==> config.mk <==
export PLATFORM = sky130hd
export DESIGN_NAME = reg_file
export DESIGN_NICKNAME = d
export VERILOG_FILES = /design/src/rv_pkg.sv /design/src/reg_file.sv
export SDC_FILE = /design/constraint.sdc
export NUM_CORES = 2
export LEC_CHECK = 0
export BUFFER_PORTS_ARGS = -buffer_cell sky130_fd_sc_hd__buf_2
export CAP_MARGIN = 0
export CORE_ASPECT_RATIO = 0.6
export CORE_MARGIN = 5
export CORE_UTILIZATION = 50
export CTS_CLUSTER_DIAMETER = 50
export DETAILED_ROUTE_END_ITERATION = 7
export GPL_TIMING_DRIVEN = 0
export PLACE_DENSITY = 0.72
export SLEW_MARGIN = 20
export SYNTH_ARGS = -nofsm -noshare
export SYNTH_HDL_FRONTEND = slang
export SYNTH_SLANG_ARGS = --single-unit
==> constraint.sdc <==
create_clock -name clk -period 3.2 [get_ports clk]
set_clock_uncertainty 0.05 [all_clocks]
set_input_delay 0.64 -clock clk [delete_from_list [all_inputs] [get_ports clk]]
set_output_delay 0.64 -clock clk [all_outputs]
set_load 0.05 [all_outputs]
==> src/rv_pkg.sv <==
//----------------------------------------------------------------------
// RV32I core definitions. word loads and stores only, no M extension
// memory depths must be powers of two
//----------------------------------------------------------------------
package rv_pkg;

   localparam int xlen       = 32;
   localparam int reg_addr_w = 5;
   localparam int imem_words = 256;
   localparam int dmem_words = 256;
   localparam int imem_aw    = $clog2(imem_words);
   localparam int dmem_aw    = $clog2(dmem_words);
   localparam int mmio_bit   = 31;   // stores above this go to out_wr
   localparam logic [xlen-1:0] reset_pc = '0;

   // major opcodes, instr[6:0]
   typedef enum logic [6:0] {
      op     = 7'b0110011,
      op_imm = 7'b0010011,
      load   = 7'b0000011,
      store  = 7'b0100011,
      branch = 7'b1100011,
      jal    = 7'b1101111,
      jalr   = 7'b1100111,
      lui    = 7'b0110111,
      auipc  = 7'b0010111,
      system = 7'b1110011    // not supported, decodes as illegal
   } opcode_e;

   typedef enum logic [3:0] {
      add, sub, sll, slt, sltu,
      xor_op, srl, sra, or_op, and_op,
      pass_b
   } alu_op_e;

   //-------------------------------------------------------------------
   // stage payloads
   //-------------------------------------------------------------------
   typedef struct packed {
      logic            valid;
      logic [xlen-1:0] pc;
      logic [xlen-1:0] instr;
   } if_id_t;

   typedef struct packed {
      logic                  valid;
      logic                  illegal;
      opcode_e               opcode;
      logic [2:0]            funct3;
      alu_op_e               alu_op;
      logic [reg_addr_w-1:0] rs1;
      logic [reg_addr_w-1:0] rs2;
      logic [reg_addr_w-1:0] rd;
      logic [xlen-1:0]       rs1_data;
      logic [xlen-1:0]       rs2_data;
      logic [xlen-1:0]       imm;
      logic [xlen-1:0]       pc;
      logic                  uses_imm;   // alu b from imm
   } id_ex_t;

   typedef struct packed {
      logic                  valid;
      logic                  illegal;
      opcode_e               opcode;
      logic [reg_addr_w-1:0] rd;
      logic [xlen-1:0]       result;     // alu result or store address
      logic [xlen-1:0]       store_data;
   } ex_mem_t;

   typedef struct packed {
      logic                  we;
      logic [reg_addr_w-1:0] rd;
      logic [xlen-1:0]       data;
   } wb_t;

   typedef struct packed {
      logic            valid;
      logic [xlen-1:0] addr;
      logic [xlen-1:0] data;
   } out_wr_t;

   typedef struct packed {
      logic            taken;
      logic [xlen-1:0] target;
   } redirect_t;

endpackage

==> src/reg_file.sv <==
`timescale 1ns/1ps
//----------------------------------------------------------------------
// 31 registers plus hardwired x0, writeback data bypasses to reads
//----------------------------------------------------------------------
module reg_file (
   input  logic                          clk,
   input  logic                          rst,
   input  logic [rv_pkg::reg_addr_w-1:0] rs1_addr,
   input  logic [rv_pkg::reg_addr_w-1:0] rs2_addr,
   input  rv_pkg::wb_t                   wb,
   output logic [rv_pkg::xlen-1:0]       rs1_data,
   output logic [rv_pkg::xlen-1:0]       rs2_data
);

   logic [rv_pkg::xlen-1:0] regs [1:31];

   function automatic logic [rv_pkg::xlen-1:0] rd_port(
      input logic [rv_pkg::reg_addr_w-1:0] addr
   );
      if (addr == '0)
         return '0;
      if (wb.we && wb.rd == addr)
         return wb.data;       // same-cycle write
      return regs[addr];
   endfunction

   always_comb begin
      rs1_data = rd_port(rs1_addr);
      rs2_data = rd_port(rs2_addr);
   end

   always_ff @(posedge clk or negedge rst) begin
      if (!rst) begin
         for (int i = 1; i < 32; i++)
            regs[i] <= '0;
      end else if (wb.we && wb.rd != '0) begin
         regs[wb.rd] <= wb.data;
      end
   end

endmodule

## Yosys cells after proc, flatten, opt, wreduce, memory -nomap -nowiden

Cells that the tools add are included.
W data, S select, Z words.

- Output and inout port bits: 64
- Word-level logic and storage cells: 70
- Register bits after elaboration: 992

- Mux-type cells: 23
- Equal/unequal tests: 2
- Reduce and logical (&&, ||, !) cells: 7
- Bitwise operators: 3
- $lt $le $gt $ge: 4

Operators by type and width:

| operator | number |
|---|---|
| $bwmux W992 | 1 |
| $mux W32 | 13 |
| $bmux W32 S5 | 2 |
| $demux W32 S5 | 1 |
| $ge A6 B6 Y1 const B | 3 |
| $not A5 Y6 | 3 |
| $eq A5 B5 Y1 | 2 |
| $logic_not A5 Y1 | 2 |
| $lt A6 B1 Y1 const B | 1 |
| $mux W1 | 6 |
| $reduce_bool A5 Y1 | 1 |
| $logic_and A1 B1 Y1 | 4 |

## Logic depth before layout (Yosys ltp)

- Depth after elaboration: 6
- Gate-level depth with buffers: 9
- Mapped depth without buffers: 5

## Worst setup path before layout

OpenSTA, ideal clock, no wires.

- Path type: input to output
- Start: in rs2_addr[0] in the netlist's numbering
- End: out rs2_data[13] in the netlist's numbering
- Cell stages on the path: 7
- Setup slack: -1.067 ns
- Required time: 2.510 ns
- Arrival: 3.577 ns
- Cell sequence: buf_6 buf_4 buf_4 buf_2 a221oi_1 or3_1 o311ai_0

- Word-level cells in the longest chain between the ends: 6

Ends and longest elaborated chain:

| element | RTL line | RTL |
|---|---|---|
| start, declared | reg_file.sv:9 | `input logic [rv_pkg::reg_addr_w-1:0] rs2_addr,` |
| $not A5 Y6 (not written as such) or $eq A5 B5 Y1 (tied branches) | reg_file.sv:24, reg_file.sv:22 |  |
| $bmux W32 S5 or $logic_and A1 B1 Y1 (tied branches) | reg_file.sv:24, reg_file.sv:22 |  |
| $mux W32 (not written as such) or $mux W1 (tied branches) (2 in a row) | reg_file.sv:24, reg_file.sv:22 |  |
| $mux W32 | reg_file.sv:24 | `return regs[addr];` |
| $mux W32 * | reg_file.sv:22 | `if (wb.we && wb.rd == addr)` |
| end, declared | reg_file.sv:12 | `output logic [rv_pkg::xlen-1:0] rs2_data` |

Every way passes the cells marked *; elsewhere a longest branch is shown, timed or not. The select of a mux whose other input is x is not followed.

## Final worst setup path

- Start: in rs1_addr[0] in the netlist's numbering
- End: out rs1_data[19] in the netlist's numbering

- Word-level cells in the longest chain between the ends: 6

Ends and longest elaborated chain:

| element | RTL line | RTL |
|---|---|---|
| start, declared | reg_file.sv:8 | `input logic [rv_pkg::reg_addr_w-1:0] rs1_addr,` |
| $not A5 Y6 (not written as such) or $eq A5 B5 Y1 (tied branches) | reg_file.sv:24, reg_file.sv:22 |  |
| $bmux W32 S5 or $logic_and A1 B1 Y1 (tied branches) | reg_file.sv:24, reg_file.sv:22 |  |
| $mux W32 (not written as such) or $mux W1 (tied branches) (2 in a row) | reg_file.sv:24, reg_file.sv:22 |  |
| $mux W32 | reg_file.sv:24 |  |
| $mux W32 * | reg_file.sv:22 |  |
| end, declared | reg_file.sv:11 | `output logic [rv_pkg::xlen-1:0] rs1_data,` |

Marks and branches as above.

==> results.sh <==
export IMPL_worstSetupPathType="in -> out"
export IMPL_grt_max_degree=136
export IMPL_first_pass_iters=6
export IMPL_status="finished, violations left"
export IMPL_critPathRequiredTime_ns=2.51
export IMPL_final_hold_viol_count=108
export IMPL_cts_clk_slew_worst_paths_ns=0.07
export IMPL_synth_most_common_cell="mux2_2"
export IMPL_io_buffers=100
export IMPL_cts_tree="done"
export IMPL_tightest_slew_ns=1.282
export IMPL_p_per_area_mw_per_mm2=627.3
export IMPL_synth_async_reset_ratio_pct=100.0
export IMPL_yosys_cell_types_count=58
export IMPL_clk_latency_ns=0.72
export IMPL_post_route_cells_drive_above_1_share_pct=61.35
export IMPL_vias=41100
export IMPL_fmax_mhz=269.8
export IMPL_htree_levels=3
export IMPL_min_path_type="in -> async"
export IMPL_num_rows=93
export IMPL_synth_fp_nets=3613
export IMPL_endpoint_kind="primary output"
export IMPL_grt_pass1_wl_mm=326.1
export IMPL_synth_compound_area_share_pct=5.807
export IMPL_drt_wl_total_mm=242.2
export IMPL_place_congestion=1.062
export IMPL_synth_avg_cell_area_um2=15.07
export IMPL_dieHeight_um=263.8
export IMPL_cts_num_sinks=992
export IMPL_start_util_pct=50.21
export IMPL_whs_ns=-0.2077
export IMPL_r2r_start="regs[634]"
export IMPL_root_buffer="clkbuf_16"
export IMPL_reg2reg_to="regs[634]"
export IMPL_coreArea_mm2=0.1069
export IMPL_antenna_found_initial=22
export IMPL_final_core_util_pct=62.38
export IMPL_grt_usage_pct=41.76
export IMPL_drt_iter0_markers=6715
export IMPL_ys_flop_type="dfrtp_1"
export IMPL_r2r_slack_ns=2.13
export IMPL_drt_vias_per_instance=7.531
export IMPL_first_global_vias=38410
export IMPL_wl_per_cell_um=44.38
export IMPL_largestRegisters="regs (992)"
export IMPL_violations="negative hold slack, negative setup slack"
export IMPL_leakage_nw=28.36
export IMPL_die_w_um=433.1
export IMPL_r2r_cells=3
export IMPL_min_period_ns=3.706
export IMPL_largest_register="regs"
export IMPL_synth_edf_count=0
export IMPL_largest_reg_flops=992
export IMPL_synth_top_area_share_pct=46.23
export IMPL_dp_hpwl_mm=172.3
export IMPL_synth_area_top_cells="dfrtp_1 46%, mux2_2 22%, mux4_2 19%"
export IMPL_yosys_area_share_simple_pct=1.839
export IMPL_netlist_instances=3563
export IMPL_synth_top_family_by_area="multiplexers"
export IMPL_syn_area_mm2=0.05369
export IMPL_cts_made_buffers=98
export IMPL_yosys_area_top_type="dfrtp_1"
export IMPL_finalMaxSlewViolations=0
export IMPL_critPathMaxFanout=7
export IMPL_relSlewSlack_pct=14.52
export IMPL_synth_adder_area_share_pct=0
export IMPL_crit_start="rs1_addr[0]"
export IMPL_rsz0062_at_grt="yes"
export IMPL_clock_path_buffers=3
export IMPL_fp_dieArea_mm2=0.1143
export IMPL_io_pins=114
export IMPL_cp_arrival_ns=3.02
export IMPL_synthMuxAreaShare_pct=42.34
export IMPL_crit_path_end="rs1_data[19]"
export IMPL_final_cells=5457
export IMPL_start_kind="input pin"
export IMPL_detail_route_antenna_nets=0
export IMPL_synth_xor_area_share_pct=0.1631
export IMPL_maxCapViolations=0
export IMPL_ys_ff_latch=992
export IMPL_area_growth_pct=24.24
export IMPL_drc=0
export IMPL_final_nets=3993
export IMPL_seq_area_frac_synth_pct=46.23
export IMPL_synth_common_cells="1,055 x mux2_2, 992 x dfrtp_1, 446 x mux4_2"
export IMPL_setup_viol=64
export IMPL_peakVddDrop_v=0.0004254
export IMPL_grt_overflow=0
export IMPL_fin_crit_sh_pct=115.8
export IMPL_dp_cells=5097
export IMPL_setup_slack_ns=-0.5060
export IMPL_yosysWarnings=0
[layout by cell type, fill, tap and decap left out, types with 25 or more instances in the layout]
cell	n
o21ai_0	26
clkbuf_1	148
buf_12	77
clkbuf_8	32
buf_16	55
buf_6	101
nand2_1	46
clkbuf_2	25
mux4_2	446
clkbuf_16	110
buf_2	77
a21oi_2	26
o2bb2ai_1	33
mux2_2	1043
buf_1	44
nor2_1	32
buf_4	113
dfrtp_1	992
o31a_1	29
a22o_4	25
mux2i_1	70
a221oi_4	44
[final cells by class]
type | instances | area (µm²)
Fill cell | 7704 | 40230
Multi-Input combinational cell | 2170 | 29630
Sequential cell | 992 | 24820
Timing Repair Buffer | 288 | 3669
Buffer | 392 | 3371
Clock buffer | 142 | 2934
Tap cell | 1425 | 1783
Clock inverter | 36 | 470.5
Antenna cell | 11 | 27.53
Inverter | 1 | 3.754
[through the flow]
step	instance area, µm²	power [W]	TNS [ns]	worst slack [ns]	hold slack, ns
after detailed placement	56680	0.02676	-174.01	-1.887	0.4593
after floorplan	54150	0.02293	-1.102	-0.2146	0.2944
after global routing	66690	0.04259	-20.67	-0.4673	-0.1319
final	66710	0.04185	-22.29	-0.5060	-0.2077
after CTS	65990	0.04065	-16.48	-0.3548	-0.1662
after global placement	56430	0.02641	-	-20.57	0.4495
[how the worst min path moves through the flow]
stage | slack (ns) | cells past startpoint | endpoint
CTS | -0.17 | 1 | regs[196]
global route | -0.13 | 1 | regs[230]
detailed placement | 0.46 | 1 | regs[698]
finish | -0.21 | 1 | regs[198]
floorplan | 0.29 | 0 | regs[0]
global placement | 0.45 | 1 | regs[683]
[critical path: stages]
cell and delay (ns):
buf_12 0.12, buf_12 0.15, buf_16 0.15, buf_4 0.14, buf_12 0.16, buf_16 0.19, mux4_2 0.42, o22ai_4 0.13
o41ai_4 0.61, buf_6 0.24
[power breakdown]
part / internal, W / total [W] / switching (W)
registers: 0.0150 / 0.0170 / 0.00201
clock network: 0.00712 / 0.0126 / 0.00549
logic: 0.00587 / 0.0122 / 0.00635
[cells by family (layout without fill, tap and decap cells)]
group,Yosys count,after routing
buffers and inverters,401,859
AND/OR/NAND/NOR,197,197
multiplexers,1582,1582
flip-flops,992,992
AO/OA/AOI/OAI,381,381
XOR/XNOR,10,10
other,0,11
[layer usage]
layer	wire, µm	vias up	track usage, %
met5	2184	-	12.32
li1	-	14810	-
met4	10290	40	13.55
met3	51430	645	33.33
met1	92210	21950	56.63
met2	86080	3645	48.00
[timing repair]
action	CTS	global route
pin swaps	127	89
gates resized for setup	909	93
endpoints found under the hold margin	108	108
setup buffers	124	34
gates cloned	22	3
endpoints found under the setup margin	64	64
No activity file was read; power rests on OpenSTA's default activity.
