[config.mk]
export PLATFORM = sky130hd
export DESIGN_NAME = execute_stage
export DESIGN_NICKNAME = d
export VERILOG_FILES = /design/src/rv_pkg.sv /design/src/alu.sv /design/src/execute_stage.sv
export SDC_FILE = /design/constraint.sdc
export NUM_CORES = 1
export LEC_CHECK = 0
export BUFFER_PORTS_ARGS = -buffer_cell sky130_fd_sc_hd__buf_2
export CELL_PAD_IN_SITES_DETAIL_PLACEMENT = 1
export CELL_PAD_IN_SITES_GLOBAL_PLACEMENT = 1
export CORE_ASPECT_RATIO = 2
export CORE_UTILIZATION = 30
export CTS_BUF_LIST = sky130_fd_sc_hd__clkbuf_8
export CTS_CLUSTER_DIAMETER = 150
export DETAILED_ROUTE_END_ITERATION = 7
export GPL_TIMING_DRIVEN = 0
export PLACE_DENSITY = 0.61
export SYNTH_ARGS = -nofsm -noshare
export SYNTH_HDL_FRONTEND = slang
export SYNTH_HIERARCHICAL = 1
export SYNTH_SLANG_ARGS = --single-unit
[constraint.sdc]
create_clock -name clk -period 7.56 [get_ports clk]
set_input_delay 0 -clock clk [delete_from_list [all_inputs] [get_ports clk]]
set_output_delay 0 -clock clk [all_outputs]
set_load 0.01 [all_outputs]
[src/rv_pkg.sv]
//----------------------------------------------------------------------
// RV32I core definitions. word loads and stores only, no M extension
// memory depths must be powers of two
//----------------------------------------------------------------------
package rv_pkg;

   localparam int xlen       = 32;
   localparam int reg_addr_w = 5;
   localparam int imem_words = 256;
   localparam int dmem_words = 256;
   localparam int imem_aw    = $clog2(imem_words);
   localparam int dmem_aw    = $clog2(dmem_words);
   localparam int mmio_bit   = 31;   // stores above this go to out_wr
   localparam logic [xlen-1:0] reset_pc = '0;

   // major opcodes, instr[6:0]
   typedef enum logic [6:0] {
      op     = 7'b0110011,
      op_imm = 7'b0010011,
      load   = 7'b0000011,
      store  = 7'b0100011,
      branch = 7'b1100011,
      jal    = 7'b1101111,
      jalr   = 7'b1100111,
      lui    = 7'b0110111,
      auipc  = 7'b0010111,
      system = 7'b1110011    // not supported, decodes as illegal
   } opcode_e;

   typedef enum logic [3:0] {
      add, sub, sll, slt, sltu,
      xor_op, srl, sra, or_op, and_op,
      pass_b
   } alu_op_e;

   //-------------------------------------------------------------------
   // stage payloads
   //-------------------------------------------------------------------
   typedef struct packed {
      logic            valid;
      logic [xlen-1:0] pc;
      logic [xlen-1:0] instr;
   } if_id_t;

   typedef struct packed {
      logic                  valid;
      logic                  illegal;
      opcode_e               opcode;
      logic [2:0]            funct3;
      alu_op_e               alu_op;
      logic [reg_addr_w-1:0] rs1;
      logic [reg_addr_w-1:0] rs2;
      logic [reg_addr_w-1:0] rd;
      logic [xlen-1:0]       rs1_data;
      logic [xlen-1:0]       rs2_data;
      logic [xlen-1:0]       imm;
      logic [xlen-1:0]       pc;
      logic                  uses_imm;   // alu b from imm
   } id_ex_t;

   typedef struct packed {
      logic                  valid;
      logic                  illegal;
      opcode_e               opcode;
      logic [reg_addr_w-1:0] rd;
      logic [xlen-1:0]       result;     // alu result or store address
      logic [xlen-1:0]       store_data;
   } ex_mem_t;

   typedef struct packed {
      logic                  we;
      logic [reg_addr_w-1:0] rd;
      logic [xlen-1:0]       data;
   } wb_t;

   typedef struct packed {
      logic            valid;
      logic [xlen-1:0] addr;
      logic [xlen-1:0] data;
   } out_wr_t;

   typedef struct packed {
      logic            taken;
      logic [xlen-1:0] target;
   } redirect_t;

endpackage

[src/alu.sv]
`timescale 1ns/1ps
//----------------------------------------------------------------------
// RV32I integer ops, shift amount from b[4:0]
//----------------------------------------------------------------------
module alu (
   input  logic [rv_pkg::xlen-1:0] a,
   input  logic [rv_pkg::xlen-1:0] b,
   input  rv_pkg::alu_op_e         op,
   output logic [rv_pkg::xlen-1:0] y
);

   always_comb begin
      case (op)
         rv_pkg::add:    y = a + b;
         rv_pkg::sub:    y = a - b;
         rv_pkg::sll:    y = a << b[4:0];
         rv_pkg::slt:    y = {31'b0, $signed(a) < $signed(b)};
         rv_pkg::sltu:   y = {31'b0, a < b};
         rv_pkg::xor_op: y = a ^ b;
         rv_pkg::srl:    y = a >> b[4:0];
         rv_pkg::sra:    y = $signed(a) >>> b[4:0];
         rv_pkg::or_op:  y = a | b;
         rv_pkg::and_op: y = a & b;
         rv_pkg::pass_b: y = b;      // lui
         default:        y = a + b;
      endcase
   end

endmodule

[src/execute_stage.sv]
`timescale 1ns/1ps
//----------------------------------------------------------------------
// operand forwarding, alu, branch and jump resolution
// redirect is combinational and flushes fetch and decode the same cycle
//----------------------------------------------------------------------
module execute_stage (
   input  logic              clk,
   input  logic              rst,
   input  rv_pkg::id_ex_t    id_ex,
   input  rv_pkg::wb_t       mem_fwd,
   input  rv_pkg::wb_t       wb,
   output rv_pkg::redirect_t redirect,
   output rv_pkg::ex_mem_t   ex_mem
);

   logic [rv_pkg::xlen-1:0] a;
   logic [rv_pkg::xlen-1:0] b_reg;
   logic [rv_pkg::xlen-1:0] b;
   logic [rv_pkg::xlen-1:0] alu_y;
   logic [rv_pkg::xlen-1:0] jalr_sum;
   logic [rv_pkg::xlen-1:0] result;
   logic                    live;
   logic                    is_jal;
   logic                    is_jalr;
   logic                    cond;

   // youngest producer wins, x0 never forwarded
   function automatic logic [rv_pkg::xlen-1:0] pick(
      input logic [rv_pkg::reg_addr_w-1:0] rs,
      input logic [rv_pkg::xlen-1:0]       reg_data,
      input rv_pkg::wb_t                   near,
      input rv_pkg::wb_t                   far
   );
      if (rs != '0 && near.we && near.rd == rs)
         return near.data;
      if (rs != '0 && far.we && far.rd == rs)
         return far.data;
      return reg_data;
   endfunction

   assign a     = pick(id_ex.rs1, id_ex.rs1_data, mem_fwd, wb);
   assign b_reg = pick(id_ex.rs2, id_ex.rs2_data, mem_fwd, wb);
   assign b     = id_ex.uses_imm ? id_ex.imm : b_reg;

   alu u_alu (
      .a  (a),
      .b  (b),
      .op (id_ex.alu_op),
      .y  (alu_y)
   );

   // branch compare, separate from the alu
   always_comb begin
      case (id_ex.funct3)
         3'd0:    cond = a == b_reg;
         3'd1:    cond = a != b_reg;
         3'd4:    cond = $signed(a) < $signed(b_reg);
         3'd5:    cond = $signed(a) >= $signed(b_reg);
         3'd6:    cond = a < b_reg;
         3'd7:    cond = a >= b_reg;
         default: cond = 1'b0;
      endcase
   end

   assign live     = id_ex.valid && !id_ex.illegal;
   assign is_jal   = id_ex.opcode == rv_pkg::jal;
   assign is_jalr  = id_ex.opcode == rv_pkg::jalr;
   assign jalr_sum = a + id_ex.imm;

   assign redirect.taken  = live && (is_jal || is_jalr ||
                                     (id_ex.opcode == rv_pkg::branch && cond));
   assign redirect.target = is_jalr ? {jalr_sum[31:1], 1'b0} : id_ex.pc + id_ex.imm;

   always_comb begin
      if (is_jal || is_jalr)
         result = id_ex.pc + 32'd4;         // link
      else if (id_ex.opcode == rv_pkg::auipc)
         result = id_ex.pc + id_ex.imm;
      else
         result = alu_y;
   end

   always_ff @(posedge clk or negedge rst) begin
      if (!rst) begin
         ex_mem <= '0;
      end else begin
         ex_mem.valid      <= id_ex.valid;
         ex_mem.illegal    <= id_ex.illegal;
         ex_mem.opcode     <= id_ex.opcode;
         ex_mem.rd         <= id_ex.rd;
         ex_mem.result     <= result;
         ex_mem.store_data <= b_reg;
      end
   end

endmodule

# == Yosys cells after proc, flatten, opt, wreduce, memory -nomap -nowiden ==
# Cells that the tools add are included.
# classes
reduce_logical,17
eq_ne,25
muxes,20
add_sub_neg,5
n_bitwise,3
n_shift,3
n_lt_le_gt_ge,6
# ops
op,count
$mux W32,12
$pmux W32 S10,1
$lt A32 B32 Y1,4
$add A32 B32 Y32,3
$ge A32 B32 Y1,2
$add A32 B3 Y32 const B,1
$and A32 B32 Y32,1
$eq A32 B32 Y1,1
$ne A32 B32 Y1,1
$or A32 B32 Y32,1
$shl A32 B5 Y32,1
$shr A32 B5 Y32,1
$sshr A32 B5 Y32,1
$sub A32 B32 Y32,1
$xor A32 B32 Y32,1
$eq A7 B7 Y1 const B,3
$eq A5 B5 Y1,4
$eq A4 B3 Y1 const B,4
$eq A3 B3 Y1 const B,4
$eq A4 B4 Y1 const B,3
$logic_and A1 B1 Y1,11
$reduce_bool A5 Y1,2
$eq A4 B2 Y1 const B,2
$eq A7 B5 Y1 const B,1
7 further kinds,13
# totals
out_inout_bits,111
word_cells,85
input_bits,238
regBits,78

# == Depth between registers and ports, before layout ==
# depth
word_depth,12
depth_mapped,28
depth_no_buf,22

# == Modules after synthesis ==
# Netlist, hierarchy kept.
# by_module_without_submodules
mod,cells_per_inst,seq_area_each_um2,area_each_um2,n_inst
execute_stage,1251,1951.9,9449.1,1
alu,1289,0.0,8635.8,1

# == Least setup slack after synthesis ==
# No wires, ideal clock.
# synth_timing
kind,input to register
from,in wb[33] (netlist bit)
to,reg ex_mem[56] (netlist bit)
slack_ps,1948
required_time_ps,7423
cell_stages,26
arrival_time_ps,5476
n_path_buf,6
setup_ps,137
cell_sequence,xnor2_1 -> nand4_1 -> nor4_1 -> clkbuf_1 -> mux2i_1 -> nor2_1 -> a21oi_1 -> o21ai_0 -> clkbuf_1 -> inv_2 -> buf_2 -> clkbuf_1 -> clkbuf_1 -> ha_1 -> buf_2 -> nor2b_1 -> o211ai_1 -> o2bb2ai_1 -> a21oi_1 -> a221oi_2 -> o31ai_2 -> a31oi_1 -> o221a_1 -> o21ai_1 -> a211oi_1 -> a21oi_1
# synth_via
elab_chain_len,11
elab_cells_between_ends,26
classes_between,add/sub: 2; eq/ne: 2; shift: 3; mux: 14; bitwise: 3; reduce/logical: 2
# synth_lines
item,line_no,text
from (decl),execute_stage.sv:11,"input rv_pkg::wb_t wb,"
$eq A5 B5 Y1 (*),execute_stage.sv:36,if (rs != '0 && far.we && far.rd == rs)
$logic_and A1 B1 Y1 (*),execute_stage.sv:36,
$mux W1 (2 in a row),execute_stage.sv:36,
$mux W32 (*),execute_stage.sv:38,return reg_data;
$mux W32 (*),execute_stage.sv:36,
$mux W32 (*),execute_stage.sv:43,assign b = id_ex.uses_imm ? id_ex.imm : b_reg;
"named net b, one bit",execute_stage.sv:18,logic [rv_pkg::xlen-1:0] b;
$add A32 B32 Y32 (tied with other cells),"alu.sv:14, alu.sv:25",
$pmux W32 S10 (*),alu.sv:13,case (op)
"named net alu_y, one bit",execute_stage.sv:19,logic [rv_pkg::xlen-1:0] alu_y;
$mux W32 (*),execute_stage.sv:77,else if (id_ex.opcode == rv_pkg::auipc)
$mux W32 (*),execute_stage.sv:75,if (is_jal || is_jalr)
"named net result, one bit",execute_stage.sv:21,logic [rv_pkg::xlen-1:0] result;
to (decl),execute_stage.sv:13,output rv_pkg::ex_mem_t ex_mem
# Mark *: on every way through the listed nets, which the timed path passes. The rest lies on a longest branch. The select of a mux whose other input is x is not followed.

# == Worst setup path in the final report ==
# layout_timing
from,in id_ex[139] (netlist bit)
to,reg ex_mem[58] (netlist bit)
# layout_via
elab_chain_len,11
elab_cells_between_ends,24
classes_between,add/sub: 2; eq/ne: 2; shift: 3; mux: 9; bitwise: 3; reduce/logical: 5
# layout_lines
item,line_no,text
from (decl),execute_stage.sv:9,"input rv_pkg::id_ex_t id_ex,"
$reduce_bool A5 Y1,"execute_stage.sv:34, execute_stage.sv:36",
$logic_and A1 B1 Y1 (2 in a row),execute_stage.sv:36,
$mux W1 (2 in a row),execute_stage.sv:36,
$mux W32,execute_stage.sv:38,
$mux W32 (*),execute_stage.sv:36,
"named net a, one bit",execute_stage.sv:16,logic [rv_pkg::xlen-1:0] a;
$add A32 B32 Y32 (tied with other cells),"alu.sv:14, alu.sv:25",
$pmux W32 S10 (*),alu.sv:13,
"named net alu_y, one bit",execute_stage.sv:19,
$mux W32 (*),execute_stage.sv:77,
$mux W32 (*),execute_stage.sv:75,
"named net result, one bit",execute_stage.sv:21,
# Marks and branches as above.

==> flow_metrics.tcl <==
set metrics [dict create \
    outcome "complete, but fails checks" \
    violated_checks "capacitance limit, slew limit" \
    timing.final.ws_setup_ns 0.120 \
    tritoncts_clock_tree "done" \
    synthToLayoutAreaGrowth_pct 23.3 \
    grt_first_pass_wirelength_mm 181 \
    route.final.wire_length_mm 129 \
    cts_max_path_buffers 2 \
    crit_path_max_fanout 10 \
    grt_max_degree 55 \
    num_rows 127 \
    critical_path.startpoint "id_ex[139]" \
    place.gp.congestion 1.12 \
    clock.fmax_mhz 134 \
    detail-route-antenna-nets 0 \
    ys_seq_elements 78 \
    min_period_ns 7.44 \
    layout-drive-gt1-share_pct 17.8 \
    mappedNetlistArea_um2 18100 \
    starting_density_pct 30.3 \
    cp.required_ns 7.89 \
    flip_flop_count_of_the_largest_register_all_copies_and_words_added 78 \
    endpoint_kind "register" \
    synth_fp_nets 2972 \
    slew_headroom_pct -0.333 \
    drt_iter0_markers 1647 \
    grt_pass1_vias 24900 \
    grt_antenna_before_repair 20 \
    via_count 23500 \
    mostFrequentLayoutCells "buf_2, nand2_1, nor2_1" \
    final_net_count 3430 \
    port-buffer-count 347 \
    critical_path.startpoint_type "input port" \
    mostFrequentLayoutCell "buf_2" \
    fillers 7718 \
    detailedPlace.worstSlack_ns -2.09 \
    clkTransAtPathRegs_ns 0.10 \
    tritoncts.num_buffers 9 \
    setup-violations-final 0 \
    worstHoldPathType "in -> async" \
    via_per_inst 6.19 \
    syn_inst 2540 \
    place.detailed.hpwl_mm 109 \
    timing.max_cap.violations 1 \
    ctsHtreeMaxLevel 3 \
    static-leakage-power_nw 9.89 \
    final_min_period_over_clock_period_pct 98.4 \
    route.detailed.drc 0 \
    most_common_flop_cell_mapped_by_yosys "dfrtp_1" \
    routed_wire_length_per_instance_um 34.1 \
    timing_worst_setup_path_type "in -> reg" \
    reg_top3 "ex_mem: 78 flops" \
    rsz0062_at_grt "false" \
    largest_register "ex_mem" \
    overflow_left_after_global_routing 0 \
    power.ir.vdd_worst_uv 117 \
    power_per_cell_area_nw_per_um2 142 \
    clock_sink_count 78 \
    fin_tns_setup_ns 0 \
    max_slew.worst_pin.slew_ns 1.46 \
    drt_pre_antenna_iters 7 \
    core_area_um2 59700 \
    clock_tree.root_cell "clkbuf_8" \
    critical_path_arrival_ns 7.77 \
    setup.worst_path.end "ex_mem[58]" \
    die_height_um 349 \
    finalMaxSlewViolations 1 \
    pin_count 349 \
    die_area_um2 61300 \
    syn_area_per_cell_um2 7.12 \
    yosys.cell_types.count 98 \
    grt_use_total_pct 41.8 \
    fp.dieW_um 176 \
    synth_sequential_area_ratio_pct 10.8 \
    post_synth_edffs 0 \
    hold_viol_final 0 \
    async_reset_ff_share_pct 100 \
    final_core_utilization_pct 37.3 \
    yosysWarnings 6 \
]
-- critical path, cell delays in order --
cell and delay (ns):
buf_2 0.14, xnor2_1 0.16, nand4_1 0.18, nor2_1 0.44, clkbuf_1 0.64, clkbuf_1 0.69
mux2i_1 0.24, o21ai_2 0.78, inv_1 0.33, ha_1 0.38, clkbuf_1 0.41, o21a_1 0.22
o2111a_1 0.19, o31ai_1 0.07, a21oi_1 0.43, a221oi_2 0.18, o31ai_2 0.61, a31oi_1 0.38
o31a_1 0.37, a22oi_1 0.43, nand2_1 0.15, a31oi_1 0.30
-- cell usage after synthesis, types with 17 or more instances --
| cell type | instances | area, µm² |
|---|---|---|
| a211oi_1 | 34 | 255 |
| a21o_1 | 61 | 458 |
| a21oi_1 | 243 | 1220 |
| a221oi_1 | 26 | 228 |
| a22oi_1 | 25 | 188 |
| a31oi_1 | 38 | 238 |
| and3_1 | 24 | 150 |
| clkbuf_1 | 124 | 465 |
| dfrtp_1 | 78 | 1950 |
| ha_1 | 191 | 2390 |
| inv_1 | 149 | 559 |
| mux2_2 | 17 | 191 |
| mux2i_1 | 123 | 1230 |
| mux4_2 | 31 | 698 |
| nand2_1 | 282 | 1060 |
| nand2b_1 | 23 | 144 |
| nand3_1 | 43 | 215 |
| nand4_1 | 31 | 194 |
| nor2_1 | 247 | 927 |
| nor2b_1 | 20 | 125 |
| nor3_1 | 37 | 185 |
| o2111ai_1 | 20 | 175 |
| o211ai_1 | 31 | 233 |
| o21ai_0 | 181 | 906 |
| o21ai_1 | 41 | 205 |
| o21bai_1 | 19 | 143 |
| o22ai_1 | 21 | 131 |
| o31ai_1 | 20 | 150 |
| xnor2_1 | 67 | 587 |
| xor2_1 | 41 | 359 |
-- worst min-delay path by stage --
stage                start    endpoint  slack, ns
6_report               rst   ex_mem[4]       0.02
5_1_grt        mem_fwd[16]  ex_mem[16]       0.01
3_5_place_dp           rst  ex_mem[10]      -0.03
2_1_floorplan          rst   ex_mem[0]      -0.30
4_1_cts        mem_fwd[14]  ex_mem[14]      0.005
3_3_place_gp    id_ex[133]  ex_mem[68]       0.11
-- metal layers --
metal	up-vias	global-route usage, %	routed length [µm]	part of all wire (%)
met1	11600	40.7	44300	34
met5	-	0	46	0.036
met2	1101	72.9	63500	49
met3	491	7.51	6940	5.4
li1	10300	-	-	-
met4	6	41.0	14700	11
-- report_power, final --
group	total [mW]	switching, mW	internal [mW]	leakage (nW)
Sequential	0.515	0.0406	0.475	0.915
Clock	0.365	0.205	0.160	0.104
Combinational	2.29	1.53	0.765	8.87
Total	3.17	1.77	1.40	9.89
-- kinds of logic (layout without fill, tap and decap cells) --
kind of cell    count (synthesis)  in the layout  synth area share, %
buf+inv                       314            777                 6.73
mux                           182            182                 12.5
fa+ha+maj                     194            194                 13.5
xor+xnor                      108            108                 5.23
compound gates                891            891                 32.0
flops                          78             78                 10.8
simple gates                  773            773                 19.2
other cells                     0             20                    0
-- stage by stage --
| stage | cells | cell area [µm²] | hold WS (ns) | total power [mW] |
|---|---|---|---|---|
| after floorplan | 2540 | 18100 | -0.296 | 1.73 |
| after global placement | 3661 | 20800 | 0.110 | 2.64 |
| after detailed placement | 3691 | 21300 | -0.0315 | 2.69 |
| after CTS | 3777 | 22200 | 0.00477 | 3.10 |
| after global routing | 3784 | 22300 | 0.0122 | 3.29 |
| final | 3797 | 22300 | 0.0180 | 3.17 |
-- what timing repair did --
item | CTS | global route
pin swaps | 0 | 0
resized for setup | 5 | 8
buffers inserted | 0 | 0
endpoints found under the setup margin | 23 | 4
hold endpoints to repair | 140 | 1
hold buffers | 72 | 1
-- final cells by class --
cell class	instances	area (µm²)	share of cell area [%]
Antenna cell	20	50.0	0.225
Buffer	150	608	2.73
Clock buffer	10	138	0.617
Clock inverter	6	60.1	0.269
Inverter	161	604	2.71
Multi-Input combinational cell	2148	15100	67.5
Sequential cell	78	1950	8.76
Tap cell	774	968	4.34
Timing Repair Buffer	450	2860	12.8
(Power assumes the default switching activity.)
