--- config.mk ---
export PLATFORM = sky130hd
export DESIGN_NAME = decode_stage
export DESIGN_NICKNAME = d
export VERILOG_FILES = /design/src/rv_pkg.sv /design/src/decode_stage.sv
export SDC_FILE = /design/constraint.sdc
export NUM_CORES = 1
export LEC_CHECK = 0
export ABC_CLOCK_PERIOD_IN_PS = 900
export BUFFER_PORTS_ARGS = -buffer_cell sky130_fd_sc_hd__buf_2
export CAP_MARGIN = 10
export CORE_AREA = 2 2 129 131
export DETAILED_ROUTE_END_ITERATION = 10
export DIE_AREA = 0 0 131 133
export SLEW_MARGIN = 15
export SYNTH_ARGS = -nofsm -noshare
export SYNTH_HDL_FRONTEND = slang
export SYNTH_SLANG_ARGS = --single-unit
--- constraint.sdc ---
create_clock -name clk -period 0.9 [get_ports clk]
set_input_delay 0.045 -clock clk [delete_from_list [all_inputs] [get_ports clk]]
set_output_delay 0.045 -clock clk [all_outputs]
set_load 0.05 [all_outputs]
--- src/rv_pkg.sv ---
//----------------------------------------------------------------------
// RV32I core definitions. word loads and stores only, no M extension
// memory depths must be powers of two
//----------------------------------------------------------------------
package rv_pkg;

   localparam int xlen       = 32;
   localparam int reg_addr_w = 5;
   localparam int imem_words = 256;
   localparam int dmem_words = 256;
   localparam int imem_aw    = $clog2(imem_words);
   localparam int dmem_aw    = $clog2(dmem_words);
   localparam int mmio_bit   = 31;   // stores above this go to out_wr
   localparam logic [xlen-1:0] reset_pc = '0;

   // major opcodes, instr[6:0]
   typedef enum logic [6:0] {
      op     = 7'b0110011,
      op_imm = 7'b0010011,
      load   = 7'b0000011,
      store  = 7'b0100011,
      branch = 7'b1100011,
      jal    = 7'b1101111,
      jalr   = 7'b1100111,
      lui    = 7'b0110111,
      auipc  = 7'b0010111,
      system = 7'b1110011    // not supported, decodes as illegal
   } opcode_e;

   typedef enum logic [3:0] {
      add, sub, sll, slt, sltu,
      xor_op, srl, sra, or_op, and_op,
      pass_b
   } alu_op_e;

   //-------------------------------------------------------------------
   // stage payloads
   //-------------------------------------------------------------------
   typedef struct packed {
      logic            valid;
      logic [xlen-1:0] pc;
      logic [xlen-1:0] instr;
   } if_id_t;

   typedef struct packed {
      logic                  valid;
      logic                  illegal;
      opcode_e               opcode;
      logic [2:0]            funct3;
      alu_op_e               alu_op;
      logic [reg_addr_w-1:0] rs1;
      logic [reg_addr_w-1:0] rs2;
      logic [reg_addr_w-1:0] rd;
      logic [xlen-1:0]       rs1_data;
      logic [xlen-1:0]       rs2_data;
      logic [xlen-1:0]       imm;
      logic [xlen-1:0]       pc;
      logic                  uses_imm;   // alu b from imm
   } id_ex_t;

   typedef struct packed {
      logic                  valid;
      logic                  illegal;
      opcode_e               opcode;
      logic [reg_addr_w-1:0] rd;
      logic [xlen-1:0]       result;     // alu result or store address
      logic [xlen-1:0]       store_data;
   } ex_mem_t;

   typedef struct packed {
      logic                  we;
      logic [reg_addr_w-1:0] rd;
      logic [xlen-1:0]       data;
   } wb_t;

   typedef struct packed {
      logic            valid;
      logic [xlen-1:0] addr;
      logic [xlen-1:0] data;
   } out_wr_t;

   typedef struct packed {
      logic            taken;
      logic [xlen-1:0] target;
   } redirect_t;

endpackage

--- src/decode_stage.sv ---
`timescale 1ns/1ps
//----------------------------------------------------------------------
// decode and immediates. only LW/SW are legal memory ops
// system opcode and any unknown encoding is illegal
//----------------------------------------------------------------------
module decode_stage (
   input  logic                          clk,
   input  logic                          rst,
   input  rv_pkg::if_id_t                if_id,
   input  rv_pkg::redirect_t             redirect,
   output logic [rv_pkg::reg_addr_w-1:0] rs1_addr,
   output logic [rv_pkg::reg_addr_w-1:0] rs2_addr,
   input  logic [rv_pkg::xlen-1:0]       rs1_data,
   input  logic [rv_pkg::xlen-1:0]       rs2_data,
   output logic                          stop,
   output rv_pkg::id_ex_t                id_ex
);

   logic [rv_pkg::xlen-1:0] instr;
   logic [rv_pkg::xlen-1:0] imm;
   rv_pkg::opcode_e         opcode;
   rv_pkg::alu_op_e         alu_op;
   logic [2:0]              funct3;
   logic [6:0]              funct7;
   logic                    illegal;
   logic                    uses_imm;
   logic                    stop_q;

   // funct3 to alu op, alt selects sub/sra
   function automatic rv_pkg::alu_op_e alu_sel(input logic [2:0] f3, input logic alt);
      case (f3)
         3'd0:    return alt ? rv_pkg::sub : rv_pkg::add;
         3'd1:    return rv_pkg::sll;
         3'd2:    return rv_pkg::slt;
         3'd3:    return rv_pkg::sltu;
         3'd4:    return rv_pkg::xor_op;
         3'd5:    return alt ? rv_pkg::sra : rv_pkg::srl;
         3'd6:    return rv_pkg::or_op;
         default: return rv_pkg::and_op;
      endcase
   endfunction

   assign instr    = if_id.instr;
   assign opcode   = rv_pkg::opcode_e'(instr[6:0]);
   assign funct3   = instr[14:12];
   assign funct7   = instr[31:25];
   assign rs1_addr = instr[19:15];
   assign rs2_addr = instr[24:20];

   always_comb begin
      imm      = {{20{instr[31]}}, instr[31:20]};   // I format
      alu_op   = rv_pkg::add;
      uses_imm = 1'b0;
      illegal  = 1'b0;
      case (opcode)
         rv_pkg::op: begin
            illegal = !(funct7 == 7'h00 ||
                        (funct7 == 7'h20 && (funct3 == 3'd0 || funct3 == 3'd5)));
            alu_op  = alu_sel(funct3, funct7[5]);
         end
         rv_pkg::op_imm: begin
            uses_imm = 1'b1;
            if (funct3 == 3'd1)
               illegal = funct7 != 7'h00;
            else if (funct3 == 3'd5)
               illegal = !(funct7 == 7'h00 || funct7 == 7'h20);
            alu_op = alu_sel(funct3, funct3 == 3'd5 && funct7[5]);   // addi has no sub
         end
         rv_pkg::load: begin
            uses_imm = 1'b1;
            illegal  = funct3 != 3'b010;
         end
         rv_pkg::store: begin
            imm      = {{20{instr[31]}}, instr[31:25], instr[11:7]};
            uses_imm = 1'b1;
            illegal  = funct3 != 3'b010;
         end
         rv_pkg::branch: begin
            imm     = {{19{instr[31]}}, instr[31], instr[7], instr[30:25], instr[11:8], 1'b0};
            illegal = funct3 == 3'd2 || funct3 == 3'd3;
         end
         rv_pkg::jal:
            imm = {{11{instr[31]}}, instr[31], instr[19:12], instr[20], instr[30:21], 1'b0};
         rv_pkg::jalr:
            illegal = funct3 != 3'd0;
         rv_pkg::lui: begin
            imm      = {instr[31:12], 12'b0};
            uses_imm = 1'b1;
            alu_op   = rv_pkg::pass_b;
         end
         rv_pkg::auipc:
            imm = {instr[31:12], 12'b0};
         rv_pkg::system:
            illegal = 1'b1;
         default:
            illegal = 1'b1;
      endcase
   end

   // sticky once a live illegal word is seen
   assign stop = stop_q || (if_id.valid && illegal && !redirect.taken);

   always_ff @(posedge clk or negedge rst) begin
      if (!rst) begin
         stop_q <= 1'b0;
         id_ex  <= '0;
      end else begin
         stop_q         <= stop;
         id_ex.valid    <= if_id.valid && !redirect.taken;
         id_ex.illegal  <= illegal;
         id_ex.opcode   <= opcode;
         id_ex.funct3   <= funct3;
         id_ex.alu_op   <= alu_op;
         id_ex.rs1      <= rs1_addr;
         id_ex.rs2      <= rs2_addr;
         id_ex.rd       <= instr[11:7];
         id_ex.rs1_data <= rs1_data;
         id_ex.rs2_data <= rs2_data;
         id_ex.imm      <= imm;
         id_ex.pc       <= if_id.pc;
         id_ex.uses_imm <= uses_imm;
      end
   end

endmodule

Word-level counts from Yosys, hierarchy flattened
Cells that the tools add are included.
{ "classes": {"n_eq_ne": 17, "muxes": 12, "reduce_logical": 21} }
{ "ops": {"columns": ["op", "n"], "rows": [
  ["case mux 31 bit (4 select lines)", 1],
  ["case mux 4 bit (7 select lines)", 2],
  ["== test 7 x 6 -> 1 bit, second input constant", 4],
  ["== test 7 bit, second input constant", 3],
  ["== test 7 x 5 -> 1 bit, second input constant", 2],
  ["case mux 4 bit (3 select lines)", 1],
  ["== test 3 bit, second input constant", 3],
  ["== test 7 x 2 -> 1 bit, second input constant", 1],
  ["logical NOT 7 bit", 1],
  ["two-way mux 1 bit", 7],
  ["nonzero test 7 bit", 1],
  ["== test 3 x 2 -> 1 bit, second input constant", 2],
  ["case mux 1 bit (6 select lines)", 1],
  ["logical AND 1 bit", 5],
  ["logical OR 1 bit", 5],
  ["OR reduction 2 bit", 2],
  ["OR reduction 4 bit", 1],
  ["== test 3 x 1 -> 1 bit, second input constant", 1],
  ["logical NOT 1 bit", 3],
  ["logical NOT 3 bit", 1],
  ["!= test 3 x 2 -> 1 bit, second input constant", 1],
  ["nonzero test 3 bit", 1],
  ["OR reduction 3 bit", 1]
]} }
{ "word_totals": {"reg_bits": 161, "input_bits": 164, "wordCells": 64} }

Logic depth before layout (Yosys ltp)
{ "logic_depth": {"word_depth": 9, "depth_mapped": 7} }

Worst setup path before layout
OpenSTA, ideal clock, no wires.
{ "synth_timing": {"path_kind": "input port to flip-flop", "from": "input port if_id[2] (netlist bit)", "to": "register stop_q", "setup_time_ns": 0.215, "arrival_time_ns": 1.660, "setup_slack_ns": -0.974, "cell_stages": 6, "path_buffers": 1, "path_cell_list": "clkbuf_1 > nor2_1 > nand3_1 > a211oi_1 > nand2_1 > a21oi_1"} }
{ "synth_via": {"elab_chain_cells": 6, "word_cells_on_any_way": 15, "cone_classes": "eq/ne (9); mux (1); reduce/logical (5)"} }
{ "synth_lines": {"columns": ["item", "line", "text"], "rows": [
  ["from (decl)", "decode_stage.sv:9", "input rv_pkg::if_id_t if_id,"],
  ["== test 7 x 6 -> 1 bit (tied with other cells)", "decode_stage.sv:55", "case (opcode)"],
  ["OR reduction 3 bit (no line) / OR reduction 2 bit (equally long branches)", null, null],
  ["case mux 1 bit (6 select lines) *", "decode_stage.sv:55", null],
  ["logical AND 1 bit * (2 in series)", "decode_stage.sv:101", "assign stop = stop_q || (if_id.valid && illegal && !redirect.taken);"],
  ["logical OR 1 bit *", "decode_stage.sv:101", null],
  ["named net stop", "decode_stage.sv:15", "output logic stop,"],
  ["to (signal assigned)", "decode_stage.sv:108", "stop_q <= stop;"],
  ["to (decl)", "decode_stage.sv:27", "logic stop_q;"]
]} }
The timed path passes the listed nets; every way through them passes the cells marked *.

Worst setup path after layout
{ "layout_timing": {"from": "input port if_id[25] (netlist bit)", "to": "output port stop"} }
{ "layout_via": {"elab_chain_cells": 9, "word_cells_on_any_way": 14, "cone_classes": "eq/ne (1); mux (3); reduce/logical (10)"} }
{ "layout_lines": {"columns": ["item", "line", "text"], "rows": [
  ["== test 7 x 6 -> 1 bit / logical NOT 7 bit (equally long branches)", "decode_stage.sv:58, decode_stage.sv:66, decode_stage.sv:57", null],
  ["logical OR 1 bit", "decode_stage.sv:66", "illegal = !(funct7 == 7'h00 || funct7 == 7'h20);"],
  ["logical NOT 1 bit", "decode_stage.sv:66", null],
  ["two-way mux 1 bit", "decode_stage.sv:65", "else if (funct3 == 3'd5)"],
  ["two-way mux 1 bit", "decode_stage.sv:63", "if (funct3 == 3'd1)"],
  ["case mux 1 bit (6 select lines) *", "decode_stage.sv:55", null],
  ["logical AND 1 bit * (2 in series)", "decode_stage.sv:101", null],
  ["logical OR 1 bit *", "decode_stage.sv:101", null],
  ["to (decl)", "decode_stage.sv:15", null]
]} }
Every way passes the cells marked *; elsewhere a longest branch is shown, timed or not.

==> results.md <==
- The run finished, with violations left.
- The final reports fail on negative setup slack.
- CTS built an H-tree with a depth of 4.
- The count of nets left with antenna violations after detail routing is 0.
- The floorplan step defined a die boundary enclosing roughly 17,000 um^2.
- The later pin in the worst-skew pair is clocked with a latency of 0.42 ns.
- The area of the core is 16,200 um^2.
- The share of the clock period used by the worst path is 1.48.
- Global routing finished with a remaining overflow of 0.
- The final routed DRC violation total is 0.
- The average size of a mapped cell is around 17 um^2.
- Measured in cells, the most critical reg-to-reg path has a length of 4.
- For this configuration, the core starts out at a cell density of 0.299.
- The initialized floorplan defines 47 standard-cell rows.
- The global router's overall resource usage is 0.203.
- The TritonCTS clock tree is done.
- The maximum fanout along the worst path is 2.
- At the placement stage, the worst setup path has a slack of -0.598 ns.
- The global-route wire length before repair is 25,700 um.
- The area share of the largest cell type after synthesis is 0.832.
- The number of pins with negative max-slew slack in the final report is 0.
- The average wire length per cell after detail routing is between 15 and 20 um.
- Before antenna repair, the detailed router went through 4 iterations.
- Traced cell by cell, the critical path runs through buf_6, or4_4, nor3_4, nand3_2, nand2_2, a21oi_4, buf_6.
- The routability-driven placement congestion ratio is 0.773.
- The achievable clock frequency is approximately 750 MHz.
- The fraction of final layout cells sized beyond drive strength 1 is 0.517.
- After technology mapping, the gate count stands at 279.
- Across all setup checks in the final design, the least slack found is -0.433 ns.
- The most numerous cell type found on the critical path is sky130_fd_sc_hd__buf_6.
- The worst hold path begins at if_id[28].
- The number of cells on the worst hold path is 5.
- The post-synth net total is 443.
- The number of global-route vias before repair came to 4,666.
- For the worst setup path, the data arrival time is approximately 1.3 ns.
- The initial antenna violation count is 1.
- The buffer depth of the longest clock path is 2.
- Setup violations remaining at the end of the flow were counted as approximately 160.
- The post-synthesis instance area is slightly below 5000 um^2.
- The analysis attributes to cell leakage a power of 0.00483 uW.
- The fraction of power spent switching nets is 0.293.
- Of all flip-flops after synthesis, the portion carrying an async set or reset was 1.00.
- Across the run, the number of max-cap violations was 0.
- The type of the setup path with the least slack is in -> out.
- The setup check on the worst reg-to-reg path leaves a slack of -0.16 ns.
- In this run the power density over the cells is around 1900 nW/um^2.
- The via count is around 4,100.
- The number of buffer cells added on primary ports is 302.
- At the worst endpoint, the required time is 0.85 ns.
- The hold violation total from the final report is 0.
- The largest net degree at the start of global routing is 42.
- The number of antenna cells inserted is 0.
- The clock transition at the registers of the reported paths is about 0.07 ns.
- Detailed placement ended at an HPWL of 11,000 um.
- TritonCTS created 17 clock buffers.
- For hold timing, the worst endpoint is id_ex[158].
- The worst stage delay on the critical path is 0.54 ns.
- Relative to the synthesized area, the layout overhead comes to 105%.
- The net count of the finished layout is 919.
- In this run the horizontal extent of the chip is 131 um.
- The largest area contributor in the netlist is sky130_fd_sc_hd__dfrtp_1.
- The netlist uses 38 different library cells.
- The startpoint identified for the worst register-to-register timing path is stop_q.
- The endpoint of the worst-slack reg-to-reg timing path is stop_q.
- Of the total power, combinational logic draws 0.198.
- The sort of element at the start of the critical path is an input pin.
- The total of flip-flops plus latches after synthesis is 161.
- The most used flip-flop cell after synthesis is sky130_fd_sc_hd__dfrtp_1.
- The violation count after the first detailed-route iteration is between 100 and 150.
- The root cell of the clock tree is sky130_fd_sc_hd__clkbuf_16.
- The share of total power dissipated in sequential elements is 0.414.
- The path class of the tightest hold or removal check is in -> reg.
- The slew at the pin closest to its max-slew limit is 0.510 ns.
- The reported net switching power is 5530 uW.
- For this design the top-level I/O count stands at 335.
- The internal portion of the total power is 13,300 uW.
- During synthesis, Yosys emitted a total of 0 warnings.
- The clock drives 161 sinks.
- The share of total power dissipated in the clock network is 0.388.
- The total wire length after detailed routing is 17,300 um.
- The cell at the slowest stage of the critical path is sky130_fd_sc_hd__or4_4.
- The number of enable flip-flop cells after synthesis is 0.
- The post-placement cell area is 6920 um^2.
- The final design utilization is 0.614.
- Across all hold checks on the routed design, the worst slack comes to 0.0122 ns.
- In the post-synthesis netlist, the biggest area contributors are sky130_fd_sc_hd__dfrtp_1 (83%), sky130_fd_sc_hd__a21o_1 (2.9%), sky130_fd_sc_hd__buf_4 (1.6%).
- The time the final worst path needs with I/O delays and setup is 1.33 ns.
- Of the synthesized area, sequential elements account for 0.832.
- The maximum resistive drop on vdd is 0.00121 V.
- In the final timing run, aggregate negative setup slack is -17.28 ns.
- The worst setup path is captured at an output pin.
- The critical path starts at if_id[25].
- The die height is ~130 um.
- Setup repair after global routing could not meet its margin everywhere.
- The worst-case headroom to the max-slew limit is 0.658.
- Dividing the detail-routed via count by the number of cells gives 4.17.
- The final setup skew is 0 ns.
- After routing the design area is 9920 um^2.
[flip-flops by register name (all words and copies together), names as in the netlist]
register / count
stop_q: 1
id_ex: 160
[critical path: cells and delay by family]
| kind | cells | cell delay [ns] |
|---|---|---|
| simple gates | 4 | 0.94 |
| buf+inv | 2 | 0.24 |
| compound gates | 1 | 0.06 |
[how the worst max path moves through the flow]
stage | to | depth (start not counted)
4_1_cts | stop | 7
3_5_place_dp | stop | 7
3_3_place_gp | stop | 7
5_1_grt | stop | 7
6_report | stop | 7
2_1_floorplan | stop_q | 6
[power by group through the flow]
stage / clock, uW / combinational (uW) / sequential, uW
final: 7320 / 3740 / 7800
after global routing: 7840 / 3920 / 7830
after CTS: 7470 / 3700 / 7790
after detailed placement: 0 / 2790 / 7830
after global placement: 0 / 2760 / 7830
after floorplan: 0 / 366 / 9170
[per-stage QoR]
stage / total power (uW) / instances
3_3_place_gp: 10600 / 821
6_report: 18900 / 988
2_1_floorplan: 9530 / 279
4_1_cts: 19000 / 985
3_5_place_dp: 10600 / 821
5_1_grt: 19600 / 988
[cell families after synthesis]
| logic type | share of synthesized area |
|---|---|
| flops | 0.832 |
| buf+inv | 0.0318 |
| compound gates | 0.0687 |
| xor+xnor | 0.00362 |
| simple gates | 0.0638 |
[per-layer routing]
layer	part of all wire	global-route usage	vias up
met2	0.55	0.373	184
met5	0.00081	0	-
met1	0.35	0.206	2021
met3	0.077	0.0696	39
met4	0.027	0.0804	2
li1	-	-	1874
[placed cells by master (no fill, tap or decap), types with 2 or more instances in the layout]
cell type	count
sky130_fd_sc_hd__a211oi_1	2
sky130_fd_sc_hd__nand3_2	2
sky130_fd_sc_hd__a22o_1	4
sky130_fd_sc_hd__a21oi_1	2
sky130_fd_sc_hd__nand2b_1	3
sky130_fd_sc_hd__bufinv_16	2
sky130_fd_sc_hd__o21ai_0	3
sky130_fd_sc_hd__inv_6	3
sky130_fd_sc_hd__nor2_1	8
sky130_fd_sc_hd__inv_8	3
sky130_fd_sc_hd__and2_1	2
sky130_fd_sc_hd__a21o_1	19
sky130_fd_sc_hd__buf_4	34
sky130_fd_sc_hd__and3_1	2
sky130_fd_sc_hd__buf_12	5
sky130_fd_sc_hd__a211o_1	2
sky130_fd_sc_hd__nor3b_4	2
sky130_fd_sc_hd__dfrtp_1	161
sky130_fd_sc_hd__nor2b_4	2
sky130_fd_sc_hd__nand2_2	4
sky130_fd_sc_hd__buf_6	169
sky130_fd_sc_hd__clkinv_4	4
sky130_fd_sc_hd__nor2b_1	10
sky130_fd_sc_hd__clkbuf_16	17
sky130_fd_sc_hd__buf_2	136
sky130_fd_sc_hd__nor3_4	3
sky130_fd_sc_hd__o21ai_1	5
sky130_fd_sc_hd__dlygate4sd3_1	132
sky130_fd_sc_hd__o21a_1	2
sky130_fd_sc_hd__clkinvlp_4	2
sky130_fd_sc_hd__inv_1	2
sky130_fd_sc_hd__nand2_1	4
[repair_timing]
item | in CTS | in global routing
hold buffers | 130 | 2
pin swaps | 5 | 5
setup endpoints to repair | 174 | 171
endpoints found under the hold margin | 312 | 1
gates resized for setup | 326 | 10
setup buffers | 2 | 1
[synth_stat cells (2+ instances only)]
| master | number |
|---|---|
| sky130_fd_sc_hd__a211o_1 | 2 |
| sky130_fd_sc_hd__a211oi_1 | 3 |
| sky130_fd_sc_hd__a21o_1 | 19 |
| sky130_fd_sc_hd__a21oi_1 | 3 |
| sky130_fd_sc_hd__a22o_1 | 4 |
| sky130_fd_sc_hd__and2_1 | 2 |
| sky130_fd_sc_hd__and3_1 | 2 |
| sky130_fd_sc_hd__buf_2 | 2 |
| sky130_fd_sc_hd__buf_4 | 10 |
| sky130_fd_sc_hd__clkbuf_1 | 4 |
| sky130_fd_sc_hd__dfrtp_1 | 161 |
| sky130_fd_sc_hd__inv_1 | 2 |
| sky130_fd_sc_hd__nand2_1 | 7 |
| sky130_fd_sc_hd__nand2b_1 | 3 |
| sky130_fd_sc_hd__nand3_1 | 3 |
| sky130_fd_sc_hd__nor2_1 | 9 |
| sky130_fd_sc_hd__nor2b_1 | 12 |
| sky130_fd_sc_hd__nor3_1 | 3 |
| sky130_fd_sc_hd__nor3b_4 | 2 |
| sky130_fd_sc_hd__o21a_1 | 2 |
| sky130_fd_sc_hd__o21ai_0 | 3 |
| sky130_fd_sc_hd__o21ai_1 | 5 |
[cell type report]
type                            instances  area, um^2
Inverter                                2        7.51
Sequential cell                       161        4030
Timing Repair Buffer                  476        4260
Fill cell                            1182        6250
Multi-Input combinational cell         97         753
Clock inverter                         14         170
Clock buffer                           18         429
Tap cell                              220         275
Note: power is estimated with default switching activity, not from simulation.
